File: config.mk
export PLATFORM = sky130hd
export DESIGN_NAME = dispatch_steer_flat
export DESIGN_NICKNAME = d
export VERILOG_FILES = /design/src/rob_cfg_pkg.sv /design/src/rob_types_pkg.sv /design/src/rob_ifs.sv /design/src/dispatch_steer.sv /design/src/flat_wrapper.sv
export SDC_FILE = /design/constraint.sdc
export NUM_CORES = 1
export LEC_CHECK = 0
export ABC_AREA = 1
export BUFFER_PORTS_ARGS = -buffer_cell sky130_fd_sc_hd__clkbuf_2
export CAP_MARGIN = 10
export CORE_AREA = 2 2 344 346
export DETAILED_ROUTE_END_ITERATION = 12
export DIE_AREA = 0 0 346 348
export GPL_TIMING_DRIVEN = 0
export PLACE_DENSITY = 0.3
export SYNTH_ARGS = -nofsm -noshare
export SYNTH_HDL_FRONTEND = slang
export SYNTH_SLANG_ARGS = --single-unit
File: constraint.sdc
create_clock -name vclk -period 1.2
set_input_delay 0.24 -clock vclk [all_inputs]
set_output_delay 0.24 -clock vclk [all_outputs]
set_load 0.01 [all_outputs]
File: src/rob_cfg_pkg.sv
/*
 * reorder buffer configuration
 * field widths and the derived types shared by every block
 */
package rob_cfg_pkg;

	localparam int pc_width          = 64;
	localparam int arn_width         = 5;
	localparam int prf_size          = 64;
	localparam int prn_width         = $clog2(prf_size);
	localparam int default_rob_depth = 8;	// entries per thread

	// thread bit on top, entry number in the low bits
	localparam int rob_idx_width = $clog2(default_rob_depth) + 1;

	typedef logic [pc_width-1:0]      pc_t;
	typedef logic [arn_width-1:0]     arn_t;
	typedef logic [prn_width-1:0]     prn_t;
	typedef logic [rob_idx_width-1:0] rob_idx_t;

endpackage

File: src/rob_types_pkg.sv
/*
 * reorder buffer structs
 * entry payload, functional unit completion and commit slot
 */
package rob_types_pkg;

	typedef struct packed {
		rob_cfg_pkg::pc_t  pc;
		rob_cfg_pkg::pc_t  target_pc;	// valid once a mispredict is reported
		logic              is_branch;
		logic              mispredict;
		rob_cfg_pkg::arn_t arn_dest;
		rob_cfg_pkg::prn_t prn_dest;
		logic              done;
	} rob_entry_t;

	typedef struct packed {
		logic                  valid;
		rob_cfg_pkg::rob_idx_t rob_idx;
		logic                  mispredict;
		rob_cfg_pkg::pc_t      target_pc;
	} rob_complete_t;

	typedef struct packed {
		logic              valid;
		logic              thread1;	// high when the entry came from thread 1
		rob_cfg_pkg::pc_t  pc;
		rob_cfg_pkg::pc_t  target_pc;
		logic              is_branch;
		logic              mispredict;
		rob_cfg_pkg::arn_t arn_dest;
		rob_cfg_pkg::prn_t prn_dest;
	} rob_commit_t;

endpackage

File: src/rob_ifs.sv
/*
 * reorder buffer interfaces
 * dispatch_if carries a bundle into one thread queue
 * retire_if carries head state out and the retire decision back
 */
`timescale 1ns/1ps

interface dispatch_if #(
	parameter int rob_depth = rob_cfg_pkg::default_rob_depth
);
	import rob_types_pkg::*;

	logic                         load1;
	logic                         load2;	// only meaningful with load1
	rob_entry_t                   slot1;
	rob_entry_t                   slot2;
	logic [$clog2(rob_depth)-1:0] tail;	// next free entry
	logic                         full;

	modport steer (
		output load1, load2, slot1, slot2,
		input  tail, full
	);

	modport queue (
		input  load1, load2, slot1, slot2,
		output tail, full
	);

endinterface


File: src/dispatch_steer.sv
/*
 * dispatch steering
 * sends a one or two instruction bundle to its thread queue
 * and returns the assigned ROB indices in the same cycle
 */
`timescale 1ns/1ps

module dispatch_steer #(
	parameter int rob_depth = rob_cfg_pkg::default_rob_depth
)(
	input  logic                      is_thread1,
	input  logic                      inst1_load,
	input  logic                      inst2_load,
	input  rob_types_pkg::rob_entry_t inst1,
	input  rob_types_pkg::rob_entry_t inst2,
	input  logic                      squash_any,
	dispatch_if.steer                 t1_dispatch,
	dispatch_if.steer                 t2_dispatch,
	output rob_cfg_pkg::rob_idx_t     inst1_rob_idx,
	output rob_cfg_pkg::rob_idx_t     inst2_rob_idx
);
	import rob_cfg_pkg::*;
	import rob_types_pkg::*;

	localparam int entry_width = $clog2(rob_depth);

	logic accept1;
	logic accept2;
	logic [entry_width-1:0] tail_sel;
	logic [entry_width-1:0] tail_sel_plus1;
	rob_entry_t slot1;
	rob_entry_t slot2;

	assign tail_sel       = is_thread1 ? t1_dispatch.tail : t2_dispatch.tail;
	assign tail_sel_plus1 = tail_sel + 1'b1;	// wraps with the queue

	// slot 2 alone, a full target or a squash cycle dispatches nothing
	assign accept1 = inst1_load && !squash_any &&
		!(is_thread1 ? t1_dispatch.full : t2_dispatch.full);
	assign accept2 = accept1 && inst2_load;

	always_comb
	begin
		slot1            = inst1;
		slot1.done       = 1'b0;
		slot1.mispredict = 1'b0;
		slot2            = inst2;
		slot2.done       = 1'b0;
		slot2.mispredict = 1'b0;

		inst1_rob_idx = '0;
		inst2_rob_idx = '0;
		if (accept1)
		begin
			inst1_rob_idx[entry_width-1:0]   = tail_sel;
			inst1_rob_idx[rob_idx_width-1]   = ~is_thread1;
		end
		if (accept2)
		begin
			inst2_rob_idx[entry_width-1:0]   = tail_sel_plus1;
			inst2_rob_idx[rob_idx_width-1]   = ~is_thread1;
		end
	end

	assign t1_dispatch.load1 = accept1 && is_thread1;
	assign t1_dispatch.load2 = accept2 && is_thread1;
	assign t1_dispatch.slot1 = slot1;
	assign t1_dispatch.slot2 = slot2;
	assign t2_dispatch.load1 = accept1 && !is_thread1;
	assign t2_dispatch.load2 = accept2 && !is_thread1;
	assign t2_dispatch.slot1 = slot1;
	assign t2_dispatch.slot2 = slot2;

endmodule

File: src/flat_wrapper.sv
// flat-port wrapper written by rule: the top's interface ports become plain ports
module dispatch_steer_flat import rob_cfg_pkg::*; import rob_types_pkg::*;
#(
	parameter int rob_depth = rob_cfg_pkg::default_rob_depth
)
  (is_thread1, inst1_load, inst2_load, inst1, inst2, squash_any, inst1_rob_idx, inst2_rob_idx, t1_dispatch_load1, t1_dispatch_load2, t1_dispatch_slot1, t1_dispatch_slot2, t1_dispatch_tail, t1_dispatch_full, t2_dispatch_load1, t2_dispatch_load2, t2_dispatch_slot1, t2_dispatch_slot2, t2_dispatch_tail, t2_dispatch_full);
  dispatch_if #(.rob_depth(rob_depth)) t1_dispatch_i ();
  dispatch_if #(.rob_depth(rob_depth)) t2_dispatch_i ();
  input  logic is_thread1;
  input  logic inst1_load;
  input  logic inst2_load;
  input  rob_types_pkg::rob_entry_t inst1;
  input  rob_types_pkg::rob_entry_t inst2;
  input  logic squash_any;
  output rob_cfg_pkg::rob_idx_t inst1_rob_idx;
  output rob_cfg_pkg::rob_idx_t inst2_rob_idx;
  output wire logic [$bits(t1_dispatch_i.load1)-1:0] t1_dispatch_load1;
  output wire logic [$bits(t1_dispatch_i.load2)-1:0] t1_dispatch_load2;
  output wire logic [$bits(t1_dispatch_i.slot1)-1:0] t1_dispatch_slot1;
  output wire logic [$bits(t1_dispatch_i.slot2)-1:0] t1_dispatch_slot2;
  input wire logic [$bits(t1_dispatch_i.tail)-1:0] t1_dispatch_tail;
  input wire logic [$bits(t1_dispatch_i.full)-1:0] t1_dispatch_full;
  output wire logic [$bits(t2_dispatch_i.load1)-1:0] t2_dispatch_load1;
  output wire logic [$bits(t2_dispatch_i.load2)-1:0] t2_dispatch_load2;
  output wire logic [$bits(t2_dispatch_i.slot1)-1:0] t2_dispatch_slot1;
  output wire logic [$bits(t2_dispatch_i.slot2)-1:0] t2_dispatch_slot2;
  input wire logic [$bits(t2_dispatch_i.tail)-1:0] t2_dispatch_tail;
  input wire logic [$bits(t2_dispatch_i.full)-1:0] t2_dispatch_full;
  assign t1_dispatch_load1 = t1_dispatch_i.load1;
  assign t1_dispatch_load2 = t1_dispatch_i.load2;
  assign t1_dispatch_slot1 = t1_dispatch_i.slot1;
  assign t1_dispatch_slot2 = t1_dispatch_i.slot2;
  assign t1_dispatch_i.tail = t1_dispatch_tail;
  assign t1_dispatch_i.full = t1_dispatch_full;
  assign t2_dispatch_load1 = t2_dispatch_i.load1;
  assign t2_dispatch_load2 = t2_dispatch_i.load2;
  assign t2_dispatch_slot1 = t2_dispatch_i.slot1;
  assign t2_dispatch_slot2 = t2_dispatch_i.slot2;
  assign t2_dispatch_i.tail = t2_dispatch_tail;
  assign t2_dispatch_i.full = t2_dispatch_full;
  dispatch_steer #(.rob_depth(rob_depth)) u_core (.is_thread1(is_thread1), .inst1_load(inst1_load), .inst2_load(inst2_load), .inst1(inst1), .inst2(inst2), .squash_any(squash_any), .t1_dispatch(t1_dispatch_i), .t2_dispatch(t2_dispatch_i), .inst1_rob_idx(inst1_rob_idx), .inst2_rob_idx(inst2_rob_idx));
endmodule
======== Yosys cells after proc, flatten, opt, wreduce, memory -nomap -nowiden ========
Index checks and enable logic that the tools add are counted.
storage, ports and cells
  output and inout bits ................... 580
  RAM bits ................................ 0
  flip-flop bits (word level) ............. 0
  bits in latches ......................... 0
  input port bits ......................... 296
  memories ................................ 0
  ROM bits ................................ 0
  word-level logic and storage cells ...... 16
operators by class
  reduce and logical (&&, ||, !) cells .... 10
  divide/modulo/power cells ............... 0
  equal/unequal tests ..................... 0
  bitwise gates (word level) .............. 1
  add/sub/neg operators ................... 1
  multiply operators ...................... 0
  mux-type cells .......................... 4
  shift operators ......................... 0
  magnitude comparators ................... 0
operator list
  cell                                                           number
  4-bit 2-to-1 mux                                               2
  1-bit logical AND                                              7
  3-bit by 1-bit adder with 3-bit output, second input constant  1
  1-bit logical NOT                                              3
  3-bit 2-to-1 mux                                               1
  1-bit 2-to-1 mux                                               1
  1-bit inverter                                                 1

======== Logic depth before layout (Yosys ltp) ========
Gate-level depths: netlist of run 1.
  depth after elaboration ................. 5
  depth in mapped cells ................... 8
  mapped depth without buffers ............ 8

======== Worst setup path before layout of run 1 ========
Ideal clock, no wire load.
  kind .................................... input to output
  from .................................... input port is_thread1
  to ...................................... output port inst2_rob_idx[1]
  path buffers ............................ 0
  arrival time ............................ 1090 ps
  setup slack ............................. -130 ps
  required time ........................... 960 ps
  stages .................................. 7
  path through ............................ inv_2 or2_0 o21ai_0 inv_1 ha_1 inv_1 nor2_1
between the ends
  word-level cells in the longest chain between the ends .. 5
  elaborated cells on any way between the ends .. 7
  those cells by class .................... add/sub (1); mux (3); reduce/logical (3)
RTL lines
  what                                                                                            line                  text
  start, declared                                                                                 flat_wrapper.sv:9     input logic is_thread1;
  parallel branches: the longest is 4 deep, another holds 3-bit by 1-bit adder with 3-bit output  --
  4-bit 2-to-1 mux *                                                                              dispatch_steer.sv:58  if (accept2)
  end, declared                                                                                   flat_wrapper.sv:16    output rob_cfg_pkg::rob_idx_t inst2_rob_idx;
Mark *: on every way between the ends.

======== Worst setup path after layout of run 1 ========
  from .................................... input port is_thread1
  to ...................................... output port inst2_rob_idx[2]
Same word-level chain as after synthesis.

==> results.json, run 1 <==
{
  "pwr-share-comb_pct": 100.0,
  "ant_nets": 0,
  "grt_pass1_wl_mm": 55.2,
  "grt_usage_pct": 7.17,
  "grt_overflow": 0,
  "finalHoldViolCount": 0,
  "rows": 126,
  "clock_buffers": 0,
  "fmax_ghz": 0.629,
  "cts_hold_buffers": 0,
  "cp_max_fo": 3,
  "dr.pass1.iters": 4,
  "critPathLaunchType": "input port",
  "wirelength_met1_mm": 20.4,
  "switchingPower_w": 0.00168,
  "gp_congestion": 0.823,
  "violations": "negative setup slack",
  "fin_nets": 1505,
  "max-cap-violations": 0,
  "route.detailed.wl_per_inst_um": 17.3,
  "status": "finished with violations",
  "start_util_pct": 3.80,
  "area_growth_pct": 116,
  "wl_met3_mm": 4.36,
  "io_buffers": 584,
  "maxSlewViolCount": 0,
  "setup_viol": 12,
  "stdcell_area_um2": 9610,
  "via_per_inst": 1.92,
  "grt_setup_unrepaired": "true",
  "synth-adder-area-share_pct": 0.282,
  "seqCellArea_um2": 0,
  "multi_input_area_um2": 262,
  "fin_setup_tns_ps": -2390,
  "die_h_um": 348,
  "syn-cell-area_um2": 4440,
  "pwr_density_cell_nw_per_um2": 371,
  "final_common_cell": "buf_4",
  "power.share.clock_pct": 0,
  "die-area_um2": 120000,
  "ir_worst_vdd_uv": 134,
  "critical_path_class": "in -> out",
  "mostFrequentLayoutCells": "buf_4, clkbuf_2, buf_6",
  "critPathCaptureType": "output port",
  "drt_iter0_drc": 142,
  "power_frac_seq_pct": 0,
  "arrival_ps": 1350,
  "p_leak_nw": 5.39,
  "synth_mux_area_share_pct": 0,
  "dr_wl_met2_mm": 22.2,
  "wl_mm": 47.5,
  "grt_pass1_vias": 4860,
  "highest_layer": "met5",
  "synth_top_family_by_area": "buffers and inverters",
  "nFillCells": 13915,
  "placed_area_um2": 9340,
  "ys_seq_area_share_pct": 0,
  "yosysUniqueCellTypes": 15,
  "yosys_warnings": 0,
  "timing.final.ws_setup_ps": -391,
  "synth-simple-area-share_pct": 2.54,
  "seq_cells": 0,
  "vias": 5280,
  "coreArea_um2": 117000,
  "io_pins": 876,
  "intPower_w": 0.00188,
  "cp.required_ps": 960,
  "antenna_found_initial": 11,
  "grt_max_degree": 5,
  "min_period_over_period_pct": 133,
  "drc": 0,
  "yosys.area_share.xor_xnor_pct": 0,
  "dp_hpwl_mm": 46.4,
  "drive_gt1_share_pct": 98.0,
  "fin_crit_ps": 1590,
  "power_w": 0.00356,
  "fp.dieW_um": 346,
  "hold_class": "in -> out",
  "syn_inst": 603,
  "syn_area_per_cell_um2": 7.37,
  "switching_share_pct": 47.1,
  "synth_compound_area_share_pct": 0.338
}
-- routing by layer --
layer,vias up,global-route usage (%)
met4,12,0.517
li1,2444,-
met3,32,2.19
met5,-,0
met2,489,12.0
met1,2303,9.40
-- critical path, stage by stage --
cell and delay, ps:
clkbuf_16 120, inv_12 30, or2_0 180, o21ai_1 100
inv_1 100, ha_4 160, nand3b_1 160, nand2_2 100
nor2_4 50, buf_6 120
-- synth_stat cells --
library cell,instances,share of area [%]
nand3b_1,1,0.17
nand4_1,1,0.14
inv_1,4,0.34
nand2_4,1,0.25
a21oi_1,2,0.23
or2_0,1,0.14
nand3_1,1,0.11
ha_1,1,0.28
nand2_1,9,0.76
o21ai_0,1,0.11
nor2_1,8,0.68
conb_1,1,0.084
buf_4,570,96
nand4_2,1,0.28
inv_2,1,0.084
-- through the flow --
| step | hold WS [ps] | utilization (%) | worst slack, ps | std cells |
|---|---|---|---|---|
| after detailed placement | 668 | 7.99 | -640 | 2730 |
| after floorplan | 535 | - | -72.7 | 610 |
| after global placement | 669 | 7.99 | -667 | 2730 |
| after CTS | 668 | 8.18 | -414 | 2742 |
| after global routing | 670 | 8.21 | -472 | 2742 |
| final | 667 | 8.21 | -391 | 2744 |
-- power groups by stage --
stage	logic, W	clock network, W	registers, W
6_report	0.00356	0.000000000229	0
5_1_grt	0.00377	0	0
4_1_cts	0.00365	0	0
3_5_place_dp	0.00356	0	0
3_3_place_gp	0.00358	0	0
2_1_floorplan	0.00201	0	0
-- final timing paths --
path	start	end	slack [ps]	depth (start not counted)
worst max-delay path	is_thread1	inst2_rob_idx[2]	-390	10
worst min-delay path	inst2[29]	t2_dispatch_slot2[29]	670	2
-- layout make-up --
type / instances / share of cell area [%]
diodes: 2 / 0.0521
plain buffers: 570 / 44.6
repair buffers: 596 / 32.3
inverters: 5 / 0.326
multi-input cells: 35 / 2.72
well taps: 1536 / 20.0
-- logic make-up after synthesis --
group	after synthesis
AO/OA/AOI/OAI	3
AND/OR/NAND/NOR	23
other	1
adder cells (fa/ha/maj)	1
buffers and inverters	575
-- what timing repair did --
item	in CTS	in global routing
pin swaps	10	6
endpoints found under the hold margin	0	0
resized for setup	30	16
setup buffers	15	2
setup endpoints to repair	11	12
(Power assumes the default switching activity.)
==> run 2, diff against run 1 <==
==> constraint.sdc (replaced) <==
create_clock -name vclk -period 1.32
set_input_delay 0.264 -clock vclk [all_inputs]
set_output_delay 0.264 -clock vclk [all_outputs]
set_load 0.01 [all_outputs]
==> run 2 against run 1 <==
  * The run still ends with negative setup slack left
  * Final area fell by 0.16%
  * Via count fell by 0.13%
  * Combinational power fell by 9.3%
  * Non-clock buffer count fell by 1
  * Sequential share of layout area did not move
  * First-iteration DRC count rose by 9.2%
  * Critical path depth did not move
  * Worst setup slack improved by 73 ps
  * Core utilization barely moved
  * Critical endpoint unchanged
  * Largest cell class unchanged
  * Highest routed layer unchanged
==> results.json, run 2 (same netlist as run 1, synthesis figures left out) <==
{
  "status": "finished with violations",
  "violations": "negative setup slack",
  "grt_usage_pct": 7.16,
  "critPathLaunchType": "input port",
  "seq_cells": 0,
  "grt_setup_unrepaired": "true",
  "drive_gt1_share_pct": 97.9,
  "fin_setup_tns_ps": -1550,
  "worstSetupStartpoint": "is_thread1",
  "dp_hpwl_mm": 46.4,
  "clock_buffers": 0,
  "grt_pass1_vias": 4844,
  "io_pins": 876,
  "grt_max_degree": 5,
  "mostFrequentLayoutCells": "buf_4, clkbuf_2, buf_6",
  "rows": 126,
  "fin_nets": 1504,
  "fin_crit_ps": 1640,
  "critPathCaptureType": "output port",
  "maxSlewViolCount": 0,
  "p_leak_nw": 5.38,
  "start_util_pct": 3.80,
  "cp_max_fo": 3,
  "vias": 5273,
  "hold_class": "in -> out",
  "io_buffers": 584,
  "gp_congestion": 0.823,
  "cp.required_ps": 1060,
  "area_growth_pct": 116,
  "antenna_found_initial": 11,
  "route.detailed.wl_per_inst_um": 17.3,
  "seqCellArea_um2": 0,
  "drc": 0,
  "die_h_um": 348,
  "crit_path_end": "inst2_rob_idx[2]",
  "ir_worst_vdd_uv": 106,
  "drt_iter0_drc": 155,
  "ant_nets": 0,
  "wl_mm": 47.4,
  "finalHoldViolCount": 0,
  "grt_pass1_wl_mm": 55.2,
  "arrival_ps": 1370,
  "pwr_density_cell_nw_per_um2": 337,
  "die-area_um2": 120000,
  "grt_overflow": 0,
  "via_per_inst": 1.92,
  "dr.pass1.iters": 4,
  "timing.final.ws_setup_ps": -318,
  "setup_viol": 12,
  "fmax_ghz": 0.611,
  "max-cap-violations": 0,
  "min_period_over_period_pct": 124,
  "final_common_cell": "buf_4",
  "critical_path_class": "in -> out",
  "fp.dieW_um": 346,
  "coreArea_um2": 117000,
  "cts_hold_buffers": 0,
  "power_w": 0.00323
}
run 2: cell count changes in the layout (fill, tap and decap cells not counted):
cell      before  now
a21oi_1        1    2
a21oi_2        1    0
buf_2          3    2
buf_6         11   10
clkbuf_2     573  574
run 2: critical path: stages:
cell and delay [ps]:
clkbuf_16 120, inv_12 30, or2_0 180, o21ai_1 100, inv_1 90, ha_4 160, nand3b_1 160, nand2_2 100
nor2_4 50, buf_6 120
run 2: final cells by class:
class	instances	area, um2
tap	1536	1920
antenna	2	5.00
inverter	5	31.3
buffer	570	4290
multi-input combinational	35	258
fill	13916	107000
timing repair buffer	595	3090
run 2: per-layer routing:
layer	vias up	wire, um	global-route usage, %
met2	489	22100	12.0
li1	2443	-	-
met4	12	446	0.517
met1	2297	20400	9.39
met3	32	4370	2.19
met5	-	80	0
run 2: per-stage QoR:
step           utilization (%)  instance area [um2]  cells  setup WS, ps  hold slack (ps)
6_report                  8.20                 9590   2743          -318              715
3_5_place_dp              7.99                 9340   2730          -568              716
4_1_cts                   8.13                 9520   2740          -342              716
2_1_floorplan                -                 4500    610        -0.727              583
5_1_grt                   8.20                 9590   2741          -400              718
3_3_place_gp              7.99                 9340   2730          -595              717
run 2: power by group:
group          leakage, nW    internal (W)  switching, W
combinational         5.38         0.00171       0.00153
clock            0.0000127  0.000000000209             0
sequential               0               0             0
total                 5.38         0.00171       0.00153
run 2: worst min path at each step:
stage | start | end | slack [ps] | cells after the start
after global placement | inst1[47] | t1_dispatch_slot1[47] | 720 | 2
final | inst2[29] | t2_dispatch_slot2[29] | 720 | 2
after floorplan | is_thread1 | t2_dispatch_load2 | 580 | 1
after global routing | inst1[76] | t2_dispatch_slot1[76] | 720 | 2
after detailed placement | inst2[71] | t1_dispatch_slot2[71] | 720 | 2
after CTS | inst1[10] | t2_dispatch_slot1[10] | 720 | 2
run 2: timing repair:
action                     in CTS  in global routing
setup endpoints to repair      11                 12
pin swaps                       8                  5
buffers inserted               13                  3
resized for setup              21                 22
==> run 3, diff against run 2 <==
--- a/config.mk
+++ b/config.mk
@@ -6,11 +6,13 @@
 export NUM_CORES = 1
 export LEC_CHECK = 0
 export ABC_AREA = 1
-export BUFFER_PORTS_ARGS = -buffer_cell sky130_fd_sc_hd__clkbuf_2
 export CAP_MARGIN = 10
-export CORE_AREA = 2 2 344 346
+export CELL_PAD_IN_SITES_DETAIL_PLACEMENT = 1
+export CELL_PAD_IN_SITES_GLOBAL_PLACEMENT = 1
+export CORE_AREA = 2 2 345 347
 export DETAILED_ROUTE_END_ITERATION = 12
-export DIE_AREA = 0 0 346 348
+export DIE_AREA = 0 0 347 349
+export DONT_BUFFER_PORTS = 1
 export GPL_TIMING_DRIVEN = 0
 export PLACE_DENSITY = 0.3
 export SYNTH_ARGS = -nofsm -noshare
==> run 3 against run 2 <==
  * The run still ends with negative setup slack left
  * Sequential share of layout area unchanged
  * First-iteration DRC count decreased by 21%
  * Non-clock buffer count decreased by 591
  * Critical path type unchanged
  * Sequential cell count unchanged
  * Routed wire length increased by 0.24%
  * Total power decreased by 25%
==> results.json, run 3 (same netlist as run 1, synthesis figures left out) <==
{
  "cp_num_buf_inv": 2,
  "route.detailed.wl_per_inst_um": 22.1,
  "antenna_found_initial": 13,
  "grt_pass1_vias": 3202,
  "finalNonFillerCells": 2150,
  "io_buffers": 0,
  "critPathCaptureType": "output port",
  "drc": 0,
  "timing.final.ws_setup_ps": -11.0,
  "grt_pass1_wl_mm": 52.1,
  "dr.pass1.iters": 4,
  "p_leak_nw": 2.90,
  "pwr_density_cell_nw_per_um2": 374,
  "gp_congestion": 0.850,
  "grt_overflow": 0,
  "maxSlewViolCount": 0,
  "grt_usage_pct": 7.05,
  "io_pins": 876,
  "critPathLaunchType": "input port",
  "worstHoldPathCells": 1,
  "status": "finished with violations",
  "grt_setup_unrepaired": "true",
  "drt_iter0_drc": 123,
  "worstSetupStartpoint": "is_thread1",
  "cpLargestDelayFamily": "simple AND/OR/NAND/NOR gates",
  "switchingPower_w": 0.00129,
  "path_cells": "inv_16 -> or2_0 -> o21ai_2 -> inv_2 -> ha_4 -> nand3b_1 -> nand2_1 -> nor2_2",
  "via_per_inst": 1.58,
  "rows": 126,
  "switching_share_pct": 53.1,
  "coreArea_um2": 117000,
  "fin_nets": 913,
  "pwr-share-comb_pct": 100.0,
  "cts_hold_buffers": 0,
  "start_util_pct": 3.78,
  "violations": "negative setup slack",
  "fin_setup_tns_ps": -12.8,
  "place_inst": 2146,
  "arrival_ps": 1070,
  "grt_max_degree": 7,
  "cp_max_fo": 6,
  "fp.dieW_um": 347,
  "finalHoldViolCount": 0,
  "drive_gt1_share_pct": 95.6,
  "seqCellArea_um2": 0,
  "min_to": "t2_dispatch_load2",
  "critical_path_class": "in -> out",
  "mostFrequentLayoutCells": "buf_4, nand2_1, conb_1",
  "power.share.clock_pct": 0,
  "insertedDiodeCount": 0,
  "fin_crit_ps": 1330,
  "power_frac_seq_pct": 0,
  "slowest_stage": "or2_0",
  "hold_ws_ps": 570,
  "max_stage_delay_ps": 200,
  "ir_worst_vdd_uv": 90.4,
  "min_period_over_period_pct": 101,
  "setup_viol": 2,
  "final_common_cell": "buf_4",
  "min_from": "is_thread1",
  "seq_cells": 0,
  "vias": 3406,
  "wl_mm": 47.5,
  "fmax_ghz": 0.751,
  "clock_buffers": 0,
  "die_h_um": 349,
  "max-cap-violations": 0,
  "placed_area_um2": 6420,
  "ant_nets": 0,
  "intPower_w": 0.00114,
  "cp.required_ps": 1060,
  "stdcell_area_um2": 6500,
  "worst-path-stages": 8,
  "power_w": 0.00243,
  "area_growth_pct": 46.4,
  "die-area_um2": 121000,
  "dp_hpwl_mm": 46.5,
  "hold_class": "in -> out"
}
==> run 3: layer usage <==
layer  up-vias  track usage, %  share of wire (%)
met2       457            11.1                 45
met1      1630            9.91                 46
met5         -               0               0.13
li1       1259               -                  -
met4         8            1.29                2.2
met3        52            1.38                6.5
==> run 3: worst max-delay path by stage <==
stage,endpoint,slack [ps]
2_1_floorplan,inst2_rob_idx[2],-0.7
3_3_place_gp,inst2_rob_idx[3],-220
3_5_place_dp,inst2_rob_idx[3],-250
4_1_cts,inst2_rob_idx[1],-100
5_1_grt,inst2_rob_idx[2],-70
6_report,inst2_rob_idx[2],-10
==> run 3: metrics by stage <==
step	utilization [%]	worst slack, ps
floorplan	-	-0.727
global placement	5.47	-224
detailed placement	5.47	-254
CTS	5.52	-98.1
global route	5.54	-65.4
finish	5.54	-11.0
==> run 3: final cells by class <==
| type | count | area [um2] |
|---|---|---|
| Inverter | 5 | 37.5 |
| Timing Repair Buffer | 4 | 30.0 |
| Multi-Input combinational cell | 35 | 230 |
| Buffer | 570 | 4280 |
| Fill cell | 14184 | 111000 |
| Tap cell | 1536 | 1920 |
==> run 3: repair_timing <==
action                                  CTS  global route
pin swaps                                 3             2
gates resized for setup                  10             5
endpoints found under the setup margin    5             4
buffers inserted                          4             0
gates cloned                              0             0
==> run 3: power by group through the flow <==
stage / clock network [W] / logic (W) / registers [W]
final: 0 / 0.00243 / 0
after floorplan: 0 / 0.00183 / 0
after global placement: 0 / 0.00256 / 0
after detailed placement: 0 / 0.00253 / 0
after CTS: 0 / 0.00255 / 0
after global routing: 0 / 0.00258 / 0
