## src/rob_cfg_pkg.sv

```systemverilog
/*
 * reorder buffer configuration
 * field widths and the derived types shared by every block
 */
package rob_cfg_pkg;

	localparam int pc_width          = 64;
	localparam int arn_width         = 5;
	localparam int prf_size          = 64;
	localparam int prn_width         = $clog2(prf_size);
	localparam int default_rob_depth = 8;	// entries per thread

	// thread bit on top, entry number in the low bits
	localparam int rob_idx_width = $clog2(default_rob_depth) + 1;

	typedef logic [pc_width-1:0]      pc_t;
	typedef logic [arn_width-1:0]     arn_t;
	typedef logic [prn_width-1:0]     prn_t;
	typedef logic [rob_idx_width-1:0] rob_idx_t;

endpackage

```

## src/rob_types_pkg.sv

```systemverilog
/*
 * reorder buffer structs
 * entry payload, functional unit completion and commit slot
 */
package rob_types_pkg;

	typedef struct packed {
		rob_cfg_pkg::pc_t  pc;
		rob_cfg_pkg::pc_t  target_pc;	// valid once a mispredict is reported
		logic              is_branch;
		logic              mispredict;
		rob_cfg_pkg::arn_t arn_dest;
		rob_cfg_pkg::prn_t prn_dest;
		logic              done;
	} rob_entry_t;

	typedef struct packed {
		logic                  valid;
		rob_cfg_pkg::rob_idx_t rob_idx;
		logic                  mispredict;
		rob_cfg_pkg::pc_t      target_pc;
	} rob_complete_t;

	typedef struct packed {
		logic              valid;
		logic              thread1;	// high when the entry came from thread 1
		rob_cfg_pkg::pc_t  pc;
		rob_cfg_pkg::pc_t  target_pc;
		logic              is_branch;
		logic              mispredict;
		rob_cfg_pkg::arn_t arn_dest;
		rob_cfg_pkg::prn_t prn_dest;
	} rob_commit_t;

endpackage

```

## src/rob_ifs.sv

```systemverilog
/*
 * reorder buffer interfaces
 * dispatch_if carries a bundle into one thread queue
 * retire_if carries head state out and the retire decision back
 */


interface retire_if;
	import rob_types_pkg::*;

	rob_entry_t head_entry;
	rob_entry_t next_entry;
	logic       head_ready;	// head occupied and done
	logic       next_ready;	// same for the entry after the head
	logic [1:0] retire_count;	// 0, 1 or 2
	logic       squash;

	modport queue (
		output head_entry, next_entry, head_ready, next_ready,
		input  retire_count, squash
	);

	modport select (
		input  head_entry, next_entry, head_ready, next_ready,
		output retire_count, squash
	);

endinterface

```

## src/commit_select.sv

```systemverilog
/*
 * commit selection
 * retires up to two ready head entries per cycle, thread 1 first,
 * and flags a squash when a mispredicted branch retires
 */
`timescale 1ns/1ps

module commit_select (
	retire_if.select                    t1_retire,
	retire_if.select                    t2_retire,
	output rob_types_pkg::rob_commit_t  commit1,
	output rob_types_pkg::rob_commit_t  commit2,
	output logic                        squash_any
);
	import rob_types_pkg::*;

	logic t1_squash;
	logic t2_squash;

	function automatic logic is_mispredict(input rob_entry_t e);
		return e.is_branch && e.mispredict;
	endfunction

	function automatic rob_commit_t make_commit(input rob_entry_t e, input logic thread1);
		rob_commit_t c;
		c.valid      = 1'b1;
		c.thread1    = thread1;
		c.pc         = e.pc;
		c.target_pc  = e.target_pc;
		c.is_branch  = e.is_branch;
		c.mispredict = e.mispredict;
		c.arn_dest   = e.arn_dest;
		c.prn_dest   = e.prn_dest;
		return c;
	endfunction

	always_comb
	begin
		commit1                = '0;
		commit2                = '0;
		t1_retire.retire_count = 2'd0;
		t2_retire.retire_count = 2'd0;

		if (t1_retire.head_ready)
		begin
			commit1 = make_commit(t1_retire.head_entry, 1'b1);
			// a mispredicted head stops its own thread after one entry
			if (t1_retire.next_ready && !is_mispredict(t1_retire.head_entry))
			begin
				commit2                = make_commit(t1_retire.next_entry, 1'b1);
				t1_retire.retire_count = 2'd2;
			end
			else if (t2_retire.head_ready)
			begin
				commit2                = make_commit(t2_retire.head_entry, 1'b0);
				t1_retire.retire_count = 2'd1;
				t2_retire.retire_count = 2'd1;
			end
			else
			begin
				t1_retire.retire_count = 2'd1;
			end
		end
		else if (t2_retire.head_ready)
		begin
			commit1 = make_commit(t2_retire.head_entry, 1'b0);
			if (t2_retire.next_ready && !is_mispredict(t2_retire.head_entry))
			begin
				commit2                = make_commit(t2_retire.next_entry, 1'b0);
				t2_retire.retire_count = 2'd2;
			end
			else
			begin
				t2_retire.retire_count = 2'd1;
			end
		end
	end

	// squash per thread from either commit slot
	assign t1_squash = (commit1.valid && commit1.thread1 && commit1.is_branch && commit1.mispredict) ||
		(commit2.valid && commit2.thread1 && commit2.is_branch && commit2.mispredict);
	assign t2_squash = (commit1.valid && !commit1.thread1 && commit1.is_branch && commit1.mispredict) ||
		(commit2.valid && !commit2.thread1 && commit2.is_branch && commit2.mispredict);

	assign t1_retire.squash = t1_squash;
	assign t2_retire.squash = t2_squash;
	assign squash_any       = t1_squash || t2_squash;

endmodule

```

## src/flat_wrapper.sv

```systemverilog
// flat-port wrapper written by rule: the top's interface ports become plain ports
module commit_select_flat import rob_types_pkg::*;
  (commit1, commit2, squash_any, t1_retire_head_entry, t1_retire_next_entry, t1_retire_head_ready, t1_retire_next_ready, t1_retire_retire_count, t1_retire_squash, t2_retire_head_entry, t2_retire_next_entry, t2_retire_head_ready, t2_retire_next_ready, t2_retire_retire_count, t2_retire_squash);
  retire_if t1_retire_i ();
  retire_if t2_retire_i ();
  output rob_types_pkg::rob_commit_t commit1;
  output rob_types_pkg::rob_commit_t commit2;
  output logic squash_any;
  input wire logic [$bits(t1_retire_i.head_entry)-1:0] t1_retire_head_entry;
  input wire logic [$bits(t1_retire_i.next_entry)-1:0] t1_retire_next_entry;
  input wire logic [$bits(t1_retire_i.head_ready)-1:0] t1_retire_head_ready;
  input wire logic [$bits(t1_retire_i.next_ready)-1:0] t1_retire_next_ready;
  output wire logic [$bits(t1_retire_i.retire_count)-1:0] t1_retire_retire_count;
  output wire logic [$bits(t1_retire_i.squash)-1:0] t1_retire_squash;
  input wire logic [$bits(t2_retire_i.head_entry)-1:0] t2_retire_head_entry;
  input wire logic [$bits(t2_retire_i.next_entry)-1:0] t2_retire_next_entry;
  input wire logic [$bits(t2_retire_i.head_ready)-1:0] t2_retire_head_ready;
  input wire logic [$bits(t2_retire_i.next_ready)-1:0] t2_retire_next_ready;
  output wire logic [$bits(t2_retire_i.retire_count)-1:0] t2_retire_retire_count;
  output wire logic [$bits(t2_retire_i.squash)-1:0] t2_retire_squash;
  assign t1_retire_i.head_entry = t1_retire_head_entry;
  assign t1_retire_i.next_entry = t1_retire_next_entry;
  assign t1_retire_i.head_ready = t1_retire_head_ready;
  assign t1_retire_i.next_ready = t1_retire_next_ready;
  assign t1_retire_retire_count = t1_retire_i.retire_count;
  assign t1_retire_squash = t1_retire_i.squash;
  assign t2_retire_i.head_entry = t2_retire_head_entry;
  assign t2_retire_i.next_entry = t2_retire_next_entry;
  assign t2_retire_i.head_ready = t2_retire_head_ready;
  assign t2_retire_i.next_ready = t2_retire_next_ready;
  assign t2_retire_retire_count = t2_retire_i.retire_count;
  assign t2_retire_squash = t2_retire_i.squash;
  commit_select u_core (.t1_retire(t1_retire_i), .t2_retire(t2_retire_i), .commit1(commit1), .commit2(commit2), .squash_any(squash_any));
endmodule
```

## config.mk

```make
export PLATFORM = sky130hd
export DESIGN_NAME = commit_select_flat
export DESIGN_NICKNAME = d
export VERILOG_FILES = /design/src/rob_cfg_pkg.sv /design/src/rob_types_pkg.sv /design/src/rob_ifs.sv /design/src/commit_select.sv /design/src/flat_wrapper.sv
export SDC_FILE = /design/constraint.sdc
export NUM_CORES = 1
export LEC_CHECK = 0
export BUFFER_PORTS_ARGS = -buffer_cell sky130_fd_sc_hd__buf_2
export CAP_MARGIN = 20
export CORE_AREA = 2 2 339 341
export DETAILED_ROUTE_END_ITERATION = 12
export DIE_AREA = 0 0 341 343
export REMOVE_ABC_BUFFERS = 1
export SLEW_MARGIN = 20
export SYNTH_ARGS = -nofsm -noshare
export SYNTH_HDL_FRONTEND = slang
export SYNTH_SLANG_ARGS = --single-unit
```

## constraint.sdc

```tcl
create_clock -name vclk -period 1.6
set_clock_uncertainty 0.1 [all_clocks]
set_input_delay 0.24 -clock vclk [all_inputs]
set_output_delay 0.24 -clock vclk [all_outputs]
set_load 0.005 [all_outputs]
```

Yosys cells after proc, flatten, opt, wreduce, memory -nomap -nowiden --
Index checks and enable logic that the tools add are counted.
Word-level totals: bits in registers 0, input port bits 572, output and inout bits 293, logic and storage cells 36
Cells by class: multiplexer cells 13, reductions and logical operators 23
Operator list (count):
- 143-bit 2-to-1 mux | 6
- 1-bit logical AND | 16
- 2-bit 2-to-1 mux | 6
- 1-bit logical NOT | 4
- 1-bit logical OR | 3
- 1-bit 2-to-1 mux | 1

Depth between registers and ports, before layout --
Gate-level depths: netlist (run 1).
depth in word-level cells 12, depth in mapped cells 7, mapped depth without buffers 4

Worst setup path after synthesis (run 1) --
OpenSTA, ideal clock, no wires.
path type input -> output, from input port t1_retire_head_ready, to output port squash_any, data arrival time 1203 ps, setup slack 57 ps, stages on the path 5, path buffers 2, cell sequence buf_4 and3_1 buf_4 a221o_1 o21ai_1
On the way: word-level cells in the longest chain between the ends 7
Ends and longest elaborated chain:
- start, declared | line flat_wrapper.sv:11 | input wire logic [$bits(t1_retire_i.head_ready)-1:0] t1_retire_head_ready;
- 143-bit 2-to-1 mux | line commit_select.sv:44 | if (t1_retire.head_ready)
- 1-bit logical NOT, on equally long branches | line commit_select.sv:82, commit_select.sv:83
- 1-bit logical AND, on equally long branches (3 in a row) | line commit_select.sv:82, commit_select.sv:83
- 1-bit logical OR | line commit_select.sv:82 | assign t2_squash = (commit1.valid && !commit1.thread1 && commit1.is_branch && commit1.mispredict) ||
- 1-bit logical OR (*) | line commit_select.sv:87 | assign squash_any = t1_squash || t2_squash;
- end, declared | line flat_wrapper.sv:8 | output logic squash_any;
Every way passes the cells marked *; elsewhere a longest branch is shown, timed or not.

Worst setup path in the final report (run 1) --
from input port t1_retire_head_entry[12], to output port squash_any
On the way: word-level cells in the longest chain between the ends 11
Ends and longest elaborated chain:
- start, declared | line flat_wrapper.sv:9 | input wire logic [$bits(t1_retire_i.head_entry)-1:0] t1_retire_head_entry;
- 1-bit logical AND | line commit_select.sv:21 | return e.is_branch && e.mispredict;
- 1-bit logical NOT | line commit_select.sv:48 | if (t1_retire.next_ready && !is_mispredict(t1_retire.head_entry))
- 1-bit logical AND | line commit_select.sv:48
- 143-bit 2-to-1 mux | line commit_select.sv:48
- 143-bit 2-to-1 mux | line commit_select.sv:44
- 1-bit logical NOT | line commit_select.sv:83 | (commit2.valid && !commit2.thread1 && commit2.is_branch && commit2.mispredict);
- 1-bit logical AND (3 in a row) | line commit_select.sv:83
- 1-bit logical OR | line commit_select.sv:82
- 1-bit logical OR (*) | line commit_select.sv:87
Marked as above.

==> parameters.txt, run 1 <==
Parameter                              Value

STA
  Slew Limit Headroom    77.7%
  Final hold violation count    0
  Tmin final    1.91 ns
  F_max    0.524 GHz
  Worst-case setup margin in the final layout    -0.307 ns
  Tightest Pin Transition    between 0.3 and 0.4 ns
  Setup Viol. Count Final    between 200 and 250
  Setup repair after global routing missed its margin    true
  Ratio of final minimum period to clock period    119%
  Max-slew violation count    0
  Total Negative Setup Slacks    -31.59 ns

Floorplan
  Total die area    117000 µm²
  Core Footprint    around 110000 µm²
  Vert. Die Dim    between 300 and 400 µm
  Die Width    approximately 340 µm
  Ports placed on the boundary    roughly 870
  Starting utilization of the core area    under 10%
  Row count    around 120

Logic synthesis
  Synthesized-area fraction occupied by ao, oa, aoi and oai cells    between 40% and 50%
  Number of cells produced by synthesis    slightly below 1000
  Area share of fa/ha/maj cells after synthesis    0%
  Avg Synthesized Cell Area    4.87 µm²
  Xor/xnor share of the synthesized area    0%
  Number of distinct library cell variants in the gate-level netlist after synthesis    25
  Leading post-synthesis cells by cell area    nand2_1 44%, a32oi_1 26%, o21ai_0 15%
  Multiplexer share of the synthesized area    0%
  Count of synthesis-stage warnings from yosys    0
  Combinational family with the most area after synthesis    simple AND/OR/NAND/NOR gates
  Sequential share of the synthesized area    0%
  Area fraction in and, or, nand and nor cells after synthesis    45.5%
  Top cell type's share of synthesized area    ~44%
  Cell type with the largest total area after synthesis    nand2_1
  Mapped Area    4760 µm²

Global route
  Wire length of the first global-routing pass    approximately 110000 µm
  GRT overflow    0
  Pin count of the biggest net entering global routing    95
  Via count of the first global-routing pass    between 10000 and 15000
  GRT Overall Usage    between 10% and 20%
  Antenna violations before repair    63

Placed design
  DP Cell Count    ~3300
  I/O Buffers    861
  Routability congestion estimate    1.06
  Placement-stage worst setup slack    -0.743 ns
  Total half-perimeter wirelength after legalization and detailed placement    roughly 80000 µm

Drt
  DRC marker count from the first detailed-route iteration    about 1100
  Average via count per standard cell    3.56
  Detailed Routing Iterations Pass 1    5
  Total length of routed wires    roughly 95000 µm
  Antenna viol nets, final    0
  DRC errors left    0
  Routed via count    between 10000 and 15000
  Routed wire length per instance    roughly 28 µm

Layout
  Fillers    13171
  Layout Cells excl Fill    3386
  Register area    0 µm²
  Area taken by multi-input logic gates    approximately 5100 µm²
  Share of post-route cells with drive strength above 1    between 60% and 70%
  Final layout net count    ~2400
  Layout clock buffers    0
  Area growth from synthesis to layout    196%
  Sequential cell count of the final layout    0

Setup path
  Required time of the critical path    between 1 and 1.5 ns
  Worst setup path category    in -> out
  Largest fanout of any net on the critical path    3
  Critical path endpoint    squash_any
  Data arrival at the endpoint of the critical path    1.57 ns
  Origin of the worst setup path    t1_retire_head_entry[12]
  Endpoint type of the worst setup path    primary output
  Kind of start point of the critical path    input port

Power and ir drop
  Static Leak    a little under 0.007 µW
  Maximum ir drop on the vdd rail    94.9 µV
  Pwr dens    roughly 320 nW/µm²
  Tot Pwr    about 4500 µW

Min path
  Hold Path Cell Cnt    4
  Worst hold-check path type    in -> out

Run status
  Failing checks    negative setup slack
  Status    finished, violations left

Run
  Max-cap check violation count    0
[layer usage]
layer,GRT usage [%],share of wire [%],vias to the layer above
met4,1.26,1.8,34
met2,21.9,42,1051
li1,-,-,5206
met5,1.04,0.47,-
met3,9.70,18,128
met1,17.3,38,5644
[worst min path at each step]
stage                                    from            to  slack (ns)
CTS                  t1_retire_next_entry[67]   commit2[66]        0.63
global placement    t1_retire_next_entry[120]  commit2[119]        0.63
finish              t1_retire_next_entry[128]  commit2[127]        0.63
global route         t1_retire_next_entry[23]   commit2[22]        0.65
detailed placement   t1_retire_next_entry[67]   commit2[66]        0.63
floorplan                t1_retire_head_ready  commit1[141]        0.38
[area by class of cell]
class                           count  share of cell area (%)
Multi-Input combinational cell    862                    36.5
Inverter                            3                  0.0799
Antenna cell                       36                   0.639
Timing Repair Buffer              973                    49.4
Tap cell                         1512                    13.4
[logic make-up (layout without fill, tap and decap cells)]
| kind of cell | count (synthesis) | after routing |
|---|---|---|
| buffers and inverters | 116 | 976 |
| AO/OA/AOI/OAI | 289 | 289 |
| AND/OR/NAND/NOR | 573 | 573 |
| other | 0 | 36 |
[cells in the final DEF, fill, tap and decap left out, types with 25 or more instances in the layout]
| cell | instances |
|---|---|
| nand2_2 | 86 |
| buf_2 | 752 |
| nand2_1 | 452 |
| buf_12 | 26 |
| buf_6 | 108 |
| diode_2 | 36 |
| nand2_4 | 25 |
| o21ai_0 | 104 |
| a32oi_1 | 100 |
| buf_4 | 36 |
| o21ai_1 | 30 |
[metrics by stage]
step | util, % | instance area (µm²) | hold WS [ns]
4_1_cts | 11.0 | 12500 | 0.632
3_5_place_dp | 9.93 | 11300 | 0.631
6_report | 12.4 | 14100 | 0.633
2_1_floorplan | - | 4190 | 0.380
3_3_place_gp | 9.93 | 11300 | 0.629
5_1_grt | 12.4 | 14000 | 0.645
[power by group]
part / internal (µW) / total (µW) / switching [µW] / leakage [µW]
logic: 1950 / 4480 / 2530 / 0.00692
clock network: 0.00280 / 0.00280 / 0 / 0.000000231
registers: 0 / 0 / 0 / 0
[critical path, stage by stage]
cell	delay [ns]
buf_6	0.09
nand2_8	0.07
and3_4	0.17
buf_6	0.12
a221o_1	0.41
o21ai_4	0.29
buf_2	0.17
[synth_stat cells]
cell type    n
o21bai_1     1
a32oi_2      1
buf_2       14
clkbuf_1    69
buf_6       11
inv_1        3
nand2_1    563
o21ai_0    141
nor2_1       4
and3_1       1
and4b_1      1
nand2b_1     1
a21oi_1      1
o22ai_1      1
o21ai_1      1
nand2_2      1
buf_4       13
a41oi_1      1
buf_1        6
a21boi_0     1
a221o_1      1
or2_2        1
nand3_1      1
a21boi_4     1
a32oi_1    139
[timing repair]
action | in CTS | in global routing
endpoints found under the setup margin | 261 | 283
pin swaps | 40 | 55
gates cloned | 10 | 20
setup buffers | 8 | 10
resized for setup | 216 | 319
hold buffers | 0 | 0
Note: power is estimated with default switching activity, not from simulation.
==> run 2: changes to the inputs <==
--- a/config.mk
+++ b/config.mk
@@ -10,6 +10,7 @@
 export CORE_AREA = 2 2 339 341
 export DETAILED_ROUTE_END_ITERATION = 12
 export DIE_AREA = 0 0 341 343
+export GPL_TIMING_DRIVEN = 0
 export REMOVE_ABC_BUFFERS = 1
 export SLEW_MARGIN = 20
 export SYNTH_ARGS = -nofsm -noshare
==> parameters.txt, run 2 (synthesis gave the netlist of run 1 again) <==
Parameter                              Value

STA
  F_max    about 0.46 GHz
  Tmin final    ~2.2 ns
  Slew Limit Headroom    a little over 60%
  Worst-case setup margin in the final layout    -0.577 ns
  Tightest Pin Transition    about 0.57 ns
  Setup repair after global routing missed its margin    true
  Setup Viol. Count Final    240
  Final hold violation count    0
  Total Negative Setup Slacks    -90.50 ns
  Max-slew violation count    0
  Ratio of final minimum period to clock period    136%

Setup path
  Largest fanout of any net on the critical path    7
  Required time of the critical path    1.26 ns
  Data arrival at the endpoint of the critical path    1.84 ns
  Endpoint type of the worst setup path    primary output
  Worst setup path category    in -> out
  Origin of the worst setup path    t1_retire_head_ready
  Kind of start point of the critical path    input port

Drt
  Routed via count    roughly 12000
  DRC errors left    0
  Total length of routed wires    roughly 110000 µm
  Antenna viol nets, final    0
  Average via count per standard cell    between 3 and 4
  Routed wire length per instance    about 31 µm
  DRC marker count from the first detailed-route iteration    1394
  Detailed Routing Iterations Pass 1    8

Floorplan
  Die Width    roughly 340 µm
  Vert. Die Dim    343 µm
  Starting utilization of the core area    ~4.2%
  Total die area    ~120000 µm²
  Core Footprint    approximately 110000 µm²
  Row count    124
  Ports placed on the boundary    between 800 and 900

Global route
  Antenna violations before repair    83
  Pin count of the biggest net entering global routing    90
  GRT Overall Usage    around 16%
  Met3 Usage GRT    between 10 and 15%
  GRT overflow    0
  Via count of the first global-routing pass    10197
  Wire length of the first global-routing pass    approximately 120000 µm
  Met1 GRT Util    between 10% and 20%
  Layer with the highest usage after global routing    met2
  Met2 layer usage reported by global route    24.5%

Power and ir drop
  Maximum ir drop on the vdd rail    roughly 100 µV
  Pwr dens    between 300 and 400 nW/µm²
  Static Leak    0.00692 µW

Layout
  Layout clock buffers    0
  Final layout net count    2409
  Register area    0 µm²
  Leading cell type in the layout, fill and taps excluded    buf_2
  Area growth from synthesis to layout    197%
  Layout Cells excl Fill    3389
  Sequential cell count of the final layout    0
  Share of post-route cells with drive strength above 1    58.0%
  Most frequent cells in the layout    753 x buf_2, 535 x nand2_1, 136 x o21ai_0, 117 x buf_6, 82 x a32oi_1

Run status
  Failing checks    negative setup slack
  Status    finished, violations left

Placed design
  Routability congestion estimate    1.01
  I/O Buffers    between 800 and 900
  Total half-perimeter wirelength after legalization and detailed placement    79400 µm
  DP Cell Count    3252

Run
  Max-cap check violation count    0

Min path
  Hold path startpoint    t1_retire_next_entry[23]
  Worst hold-check path type    in -> out
## run 2: changes by cell type in the layout (fill, tap and decap cells not counted), sizes merged
| cell | before | now |
|---|---|---|
| diode | 36 | 42 |
| bufbuf | 0 | 11 |
| and3 | 1 | 2 |
| buf | 955 | 945 |
| clkbuf | 18 | 13 |
## run 2: metal layers
layer	vias up	part of all wire, %
li1	5227	-
met1	5558	37
met2	1185	44
met3	204	17
met4	36	2.4
met5	-	0.35
## run 2: timing repair
action                                  4_1_cts  5_1_grt
endpoints found under the setup margin      283      276
resized for setup                           264      144
setup buffers                                41       12
pin swaps                                    96      114
hold buffers                                  0        0
gates cloned                                 31       16
## run 2: through the flow
step | utilization [%] | cell area [µm²] | hold slack (ns) | setup slack (ns) | total power [µW]
floorplan | - | 4190 | 0.380 | -2.14 | 781
global placement | 9.16 | 10400 | 0.634 | -9.69 | 3430
detailed placement | 9.51 | 10800 | 0.633 | -2.11 | 3460
CTS | 11.5 | 13000 | 0.633 | -0.567 | 4370
global route | 12.4 | 14100 | 0.650 | -0.585 | 4980
finish | 12.5 | 14200 | 0.637 | -0.577 | 4650
## run 2: worst max-delay path, stage by stage
cell and delay, ns:
buf_16 0.11, buf_16 0.14, a21boi_4 0.16, clkbuf_16 0.17, buf_16 0.14, buf_16 0.16, buf_16 0.16, a32oi_4 0.21
nand2_2 0.13, buf_6 0.15
## run 2: path summary, 6_finish.rpt
kind / endpoint / cells after the start
worst min-delay path: commit2[22] / 4
worst max-delay path: commit2[41] / 10
## run 2: where the power goes
group | internal (µW) | switching (µW)
registers | 0 | 0
clock network | 0.00334 | 0
logic | 2010 | 2650
## run 2: final cells by class
cell class,count,area (µm²)
multi-input cells,863,5000
fillers,13164,99300
well taps,1512,1890
inverters,3,11.3
diodes,42,105
repair buffers,969,7150
==> run 3: changes to the inputs <==
==> constraint.sdc (replaced) <==
create_clock -name vclk -period 1.6
set_clock_uncertainty 0.1 [all_clocks]
set_input_delay 0.16 -clock vclk [all_inputs]
set_output_delay 0.16 -clock vclk [all_outputs]
set_load 0.005 [all_outputs]
==> parameters.txt, run 3 (synthesis gave the netlist of run 1 again) <==
Parameter                              Value

Layout
  Post-layout util    12.4%
  Share of post-route cells with drive strength above 1    ~58%
  Register area    0 µm²
  Layout clock buffers    0
  Area growth from synthesis to layout    196%
  Fillers    roughly 13000
  Leading cell type in the layout, fill and taps excluded    buf_2
  Sequential cell count of the final layout    0
  Final layout net count    approximately 2400
  Most frequent cells in the layout    753 x buf_2, 535 x nand2_1, 139 x o21ai_0, 116 x buf_6, 82 x a32oi_1

Floorplan
  Core Footprint    113000 µm²
  Row count    124
  Vert. Die Dim    between 300 and 400 µm
  Ports placed on the boundary    865
  Starting utilization of the core area    ~4.2%
  Die Width    341 µm
  Total die area    117000 µm²

Power and ir drop
  Pwr dens    about 330 nW/µm²
  Maximum ir drop on the vdd rail    between 100 and 150 µV
  Static Leak    a little under 0.007 µW
  Tot Pwr    4640 µW

Run status
  Status    finished, violations left
  Failing checks    negative setup slack

Drt
  Routed wire length per instance    31.1 µm
  Detailed Routing Iterations Pass 1    7
  DRC errors left    0
  Wire length on met2    roughly 46000 µm
  Amount of wire on met3 after detailed routing    about 17000 µm
  Highest metal layer with signal wires    met5
  Total length of routed wires    around 110000 µm
  Average via count per standard cell    roughly 3.6
  DRC marker count from the first detailed-route iteration    1185
  Sum of routed wire segments on met1    a little under 40000 µm
  Antenna viol nets, final    0
  Routed via count    approximately 12000

Setup path
  Required time of the critical path    between 1 and 1.5 ns
  Cell count along the critical path    10
  Data arrival at the endpoint of the critical path    roughly 1.8 ns
  Worst setup path category    in -> out
  Kind of start point of the critical path    input port
  Critical Path Max Stage Delay    0.22 ns
  CP Cell Sequence    buf_16 -> buf_16 -> a21boi_4 -> clkbuf_16 -> buf_16 -> buf_16 -> buf_16 -> a32oi_4 -> nand2_2 -> buf_6
  Largest fanout of any net on the critical path    7
  Total buffers and inverters traversed by the critical path    7
  Library cell contributing the largest single delay on the critical path    a32oi_4
  Endpoint type of the worst setup path    primary output
  Most common cell type on the critical path    buf_16
  Worst path top cell family by delay    buffers and inverters

Global route
  GRT Overall Usage    between 10% and 20%
  Antenna violations before repair    a little over 80
  Via count of the first global-routing pass    10197
  Pin count of the biggest net entering global routing    90
  GRT overflow    0
  Wire length of the first global-routing pass    about 120000 µm

Placed design
  Routability congestion estimate    approximately 1.0
  I/O Buffers    between 800 and 900
  Total half-perimeter wirelength after legalization and detailed placement    79400 µm

Min path
  Hold Path Cell Cnt    4
  Worst hold-check path type    in -> out

STA
  Setup Viol. Count Final    ~220
  Max-slew violation count    0
  Tmin final    between 2 and 2.5 ns
  Ratio of final minimum period to clock period    127%
  Slew Limit Headroom    61.4%
  Final hold violation count    0
  F_max    ~0.5 GHz
  Setup repair after global routing missed its margin    true
  Worst-case setup margin in the final layout    -0.425 ns
  Tightest Pin Transition    between 0.5 and 0.6 ns

Run
  Max-cap check violation count    0
## run 3: cell count changes in the layout (fill, tap and decap cells not counted), moves of 2 or more
cell	change
diode_2	-9
o21ai_0	+3
o21ai_1	-3
buf_8	+2
## run 3: worst paths after layout
kind                                  from     endpoint  slack, ns
setup / recovery      t1_retire_head_ready  commit2[41]      -0.42
hold / removal    t1_retire_next_entry[23]  commit2[22]       0.48
## run 3: stage by stage
stage                     hold slack (ns)  std cells  TNS (ns)  cell area (µm²)  worst slack (ns)
final                               0.476       3379    -55.07            14100            -0.425
after global routing                0.490       3353    -66.82            14000            -0.425
after CTS                           0.473       3324    -62.31            13000            -0.407
after detailed placement            0.473       3252   -246.20            10800             -1.95
after global placement              0.474       3238  -1863.40            10400             -9.53
after floorplan                     0.220        865   -244.85             4190             -1.98
## run 3: report_power, final
group / internal [µW] / total, µW / leakage [µW] / switching [µW]
registers: 0 / 0 / 0 / 0
clock network: 0.00263 / 0.00263 / 0.000000215 / 0
logic: 2000 / 4640 / 0.00691 / 2640
## run 3: final cells by class
| type | count | area [µm²] | share of cell area, % |
|---|---|---|---|
| tap | 1512 | 1890 | 13.4 |
| timing repair buffer | 968 | 7120 | 50.5 |
| antenna | 33 | 82.6 | 0.585 |
| inverter | 3 | 11.3 | 0.0798 |
| multi-input combinational | 863 | 5000 | 35.5 |
## run 3: what timing repair did
action | in CTS | in global routing
endpoints found under the setup margin | 274 | 265
hold buffers | 0 | 0
gates resized for setup | 264 | 141
cloned | 31 | 15
pin swaps | 96 | 118
buffers inserted | 41 | 12
## run 3: routing by layer
metal  vias up  GRT usage [%]
met2      1177           24.5
met5         -          0.721
li1       5204              -
met3       213           10.4
met4        42           2.44
met1      5589           18.6
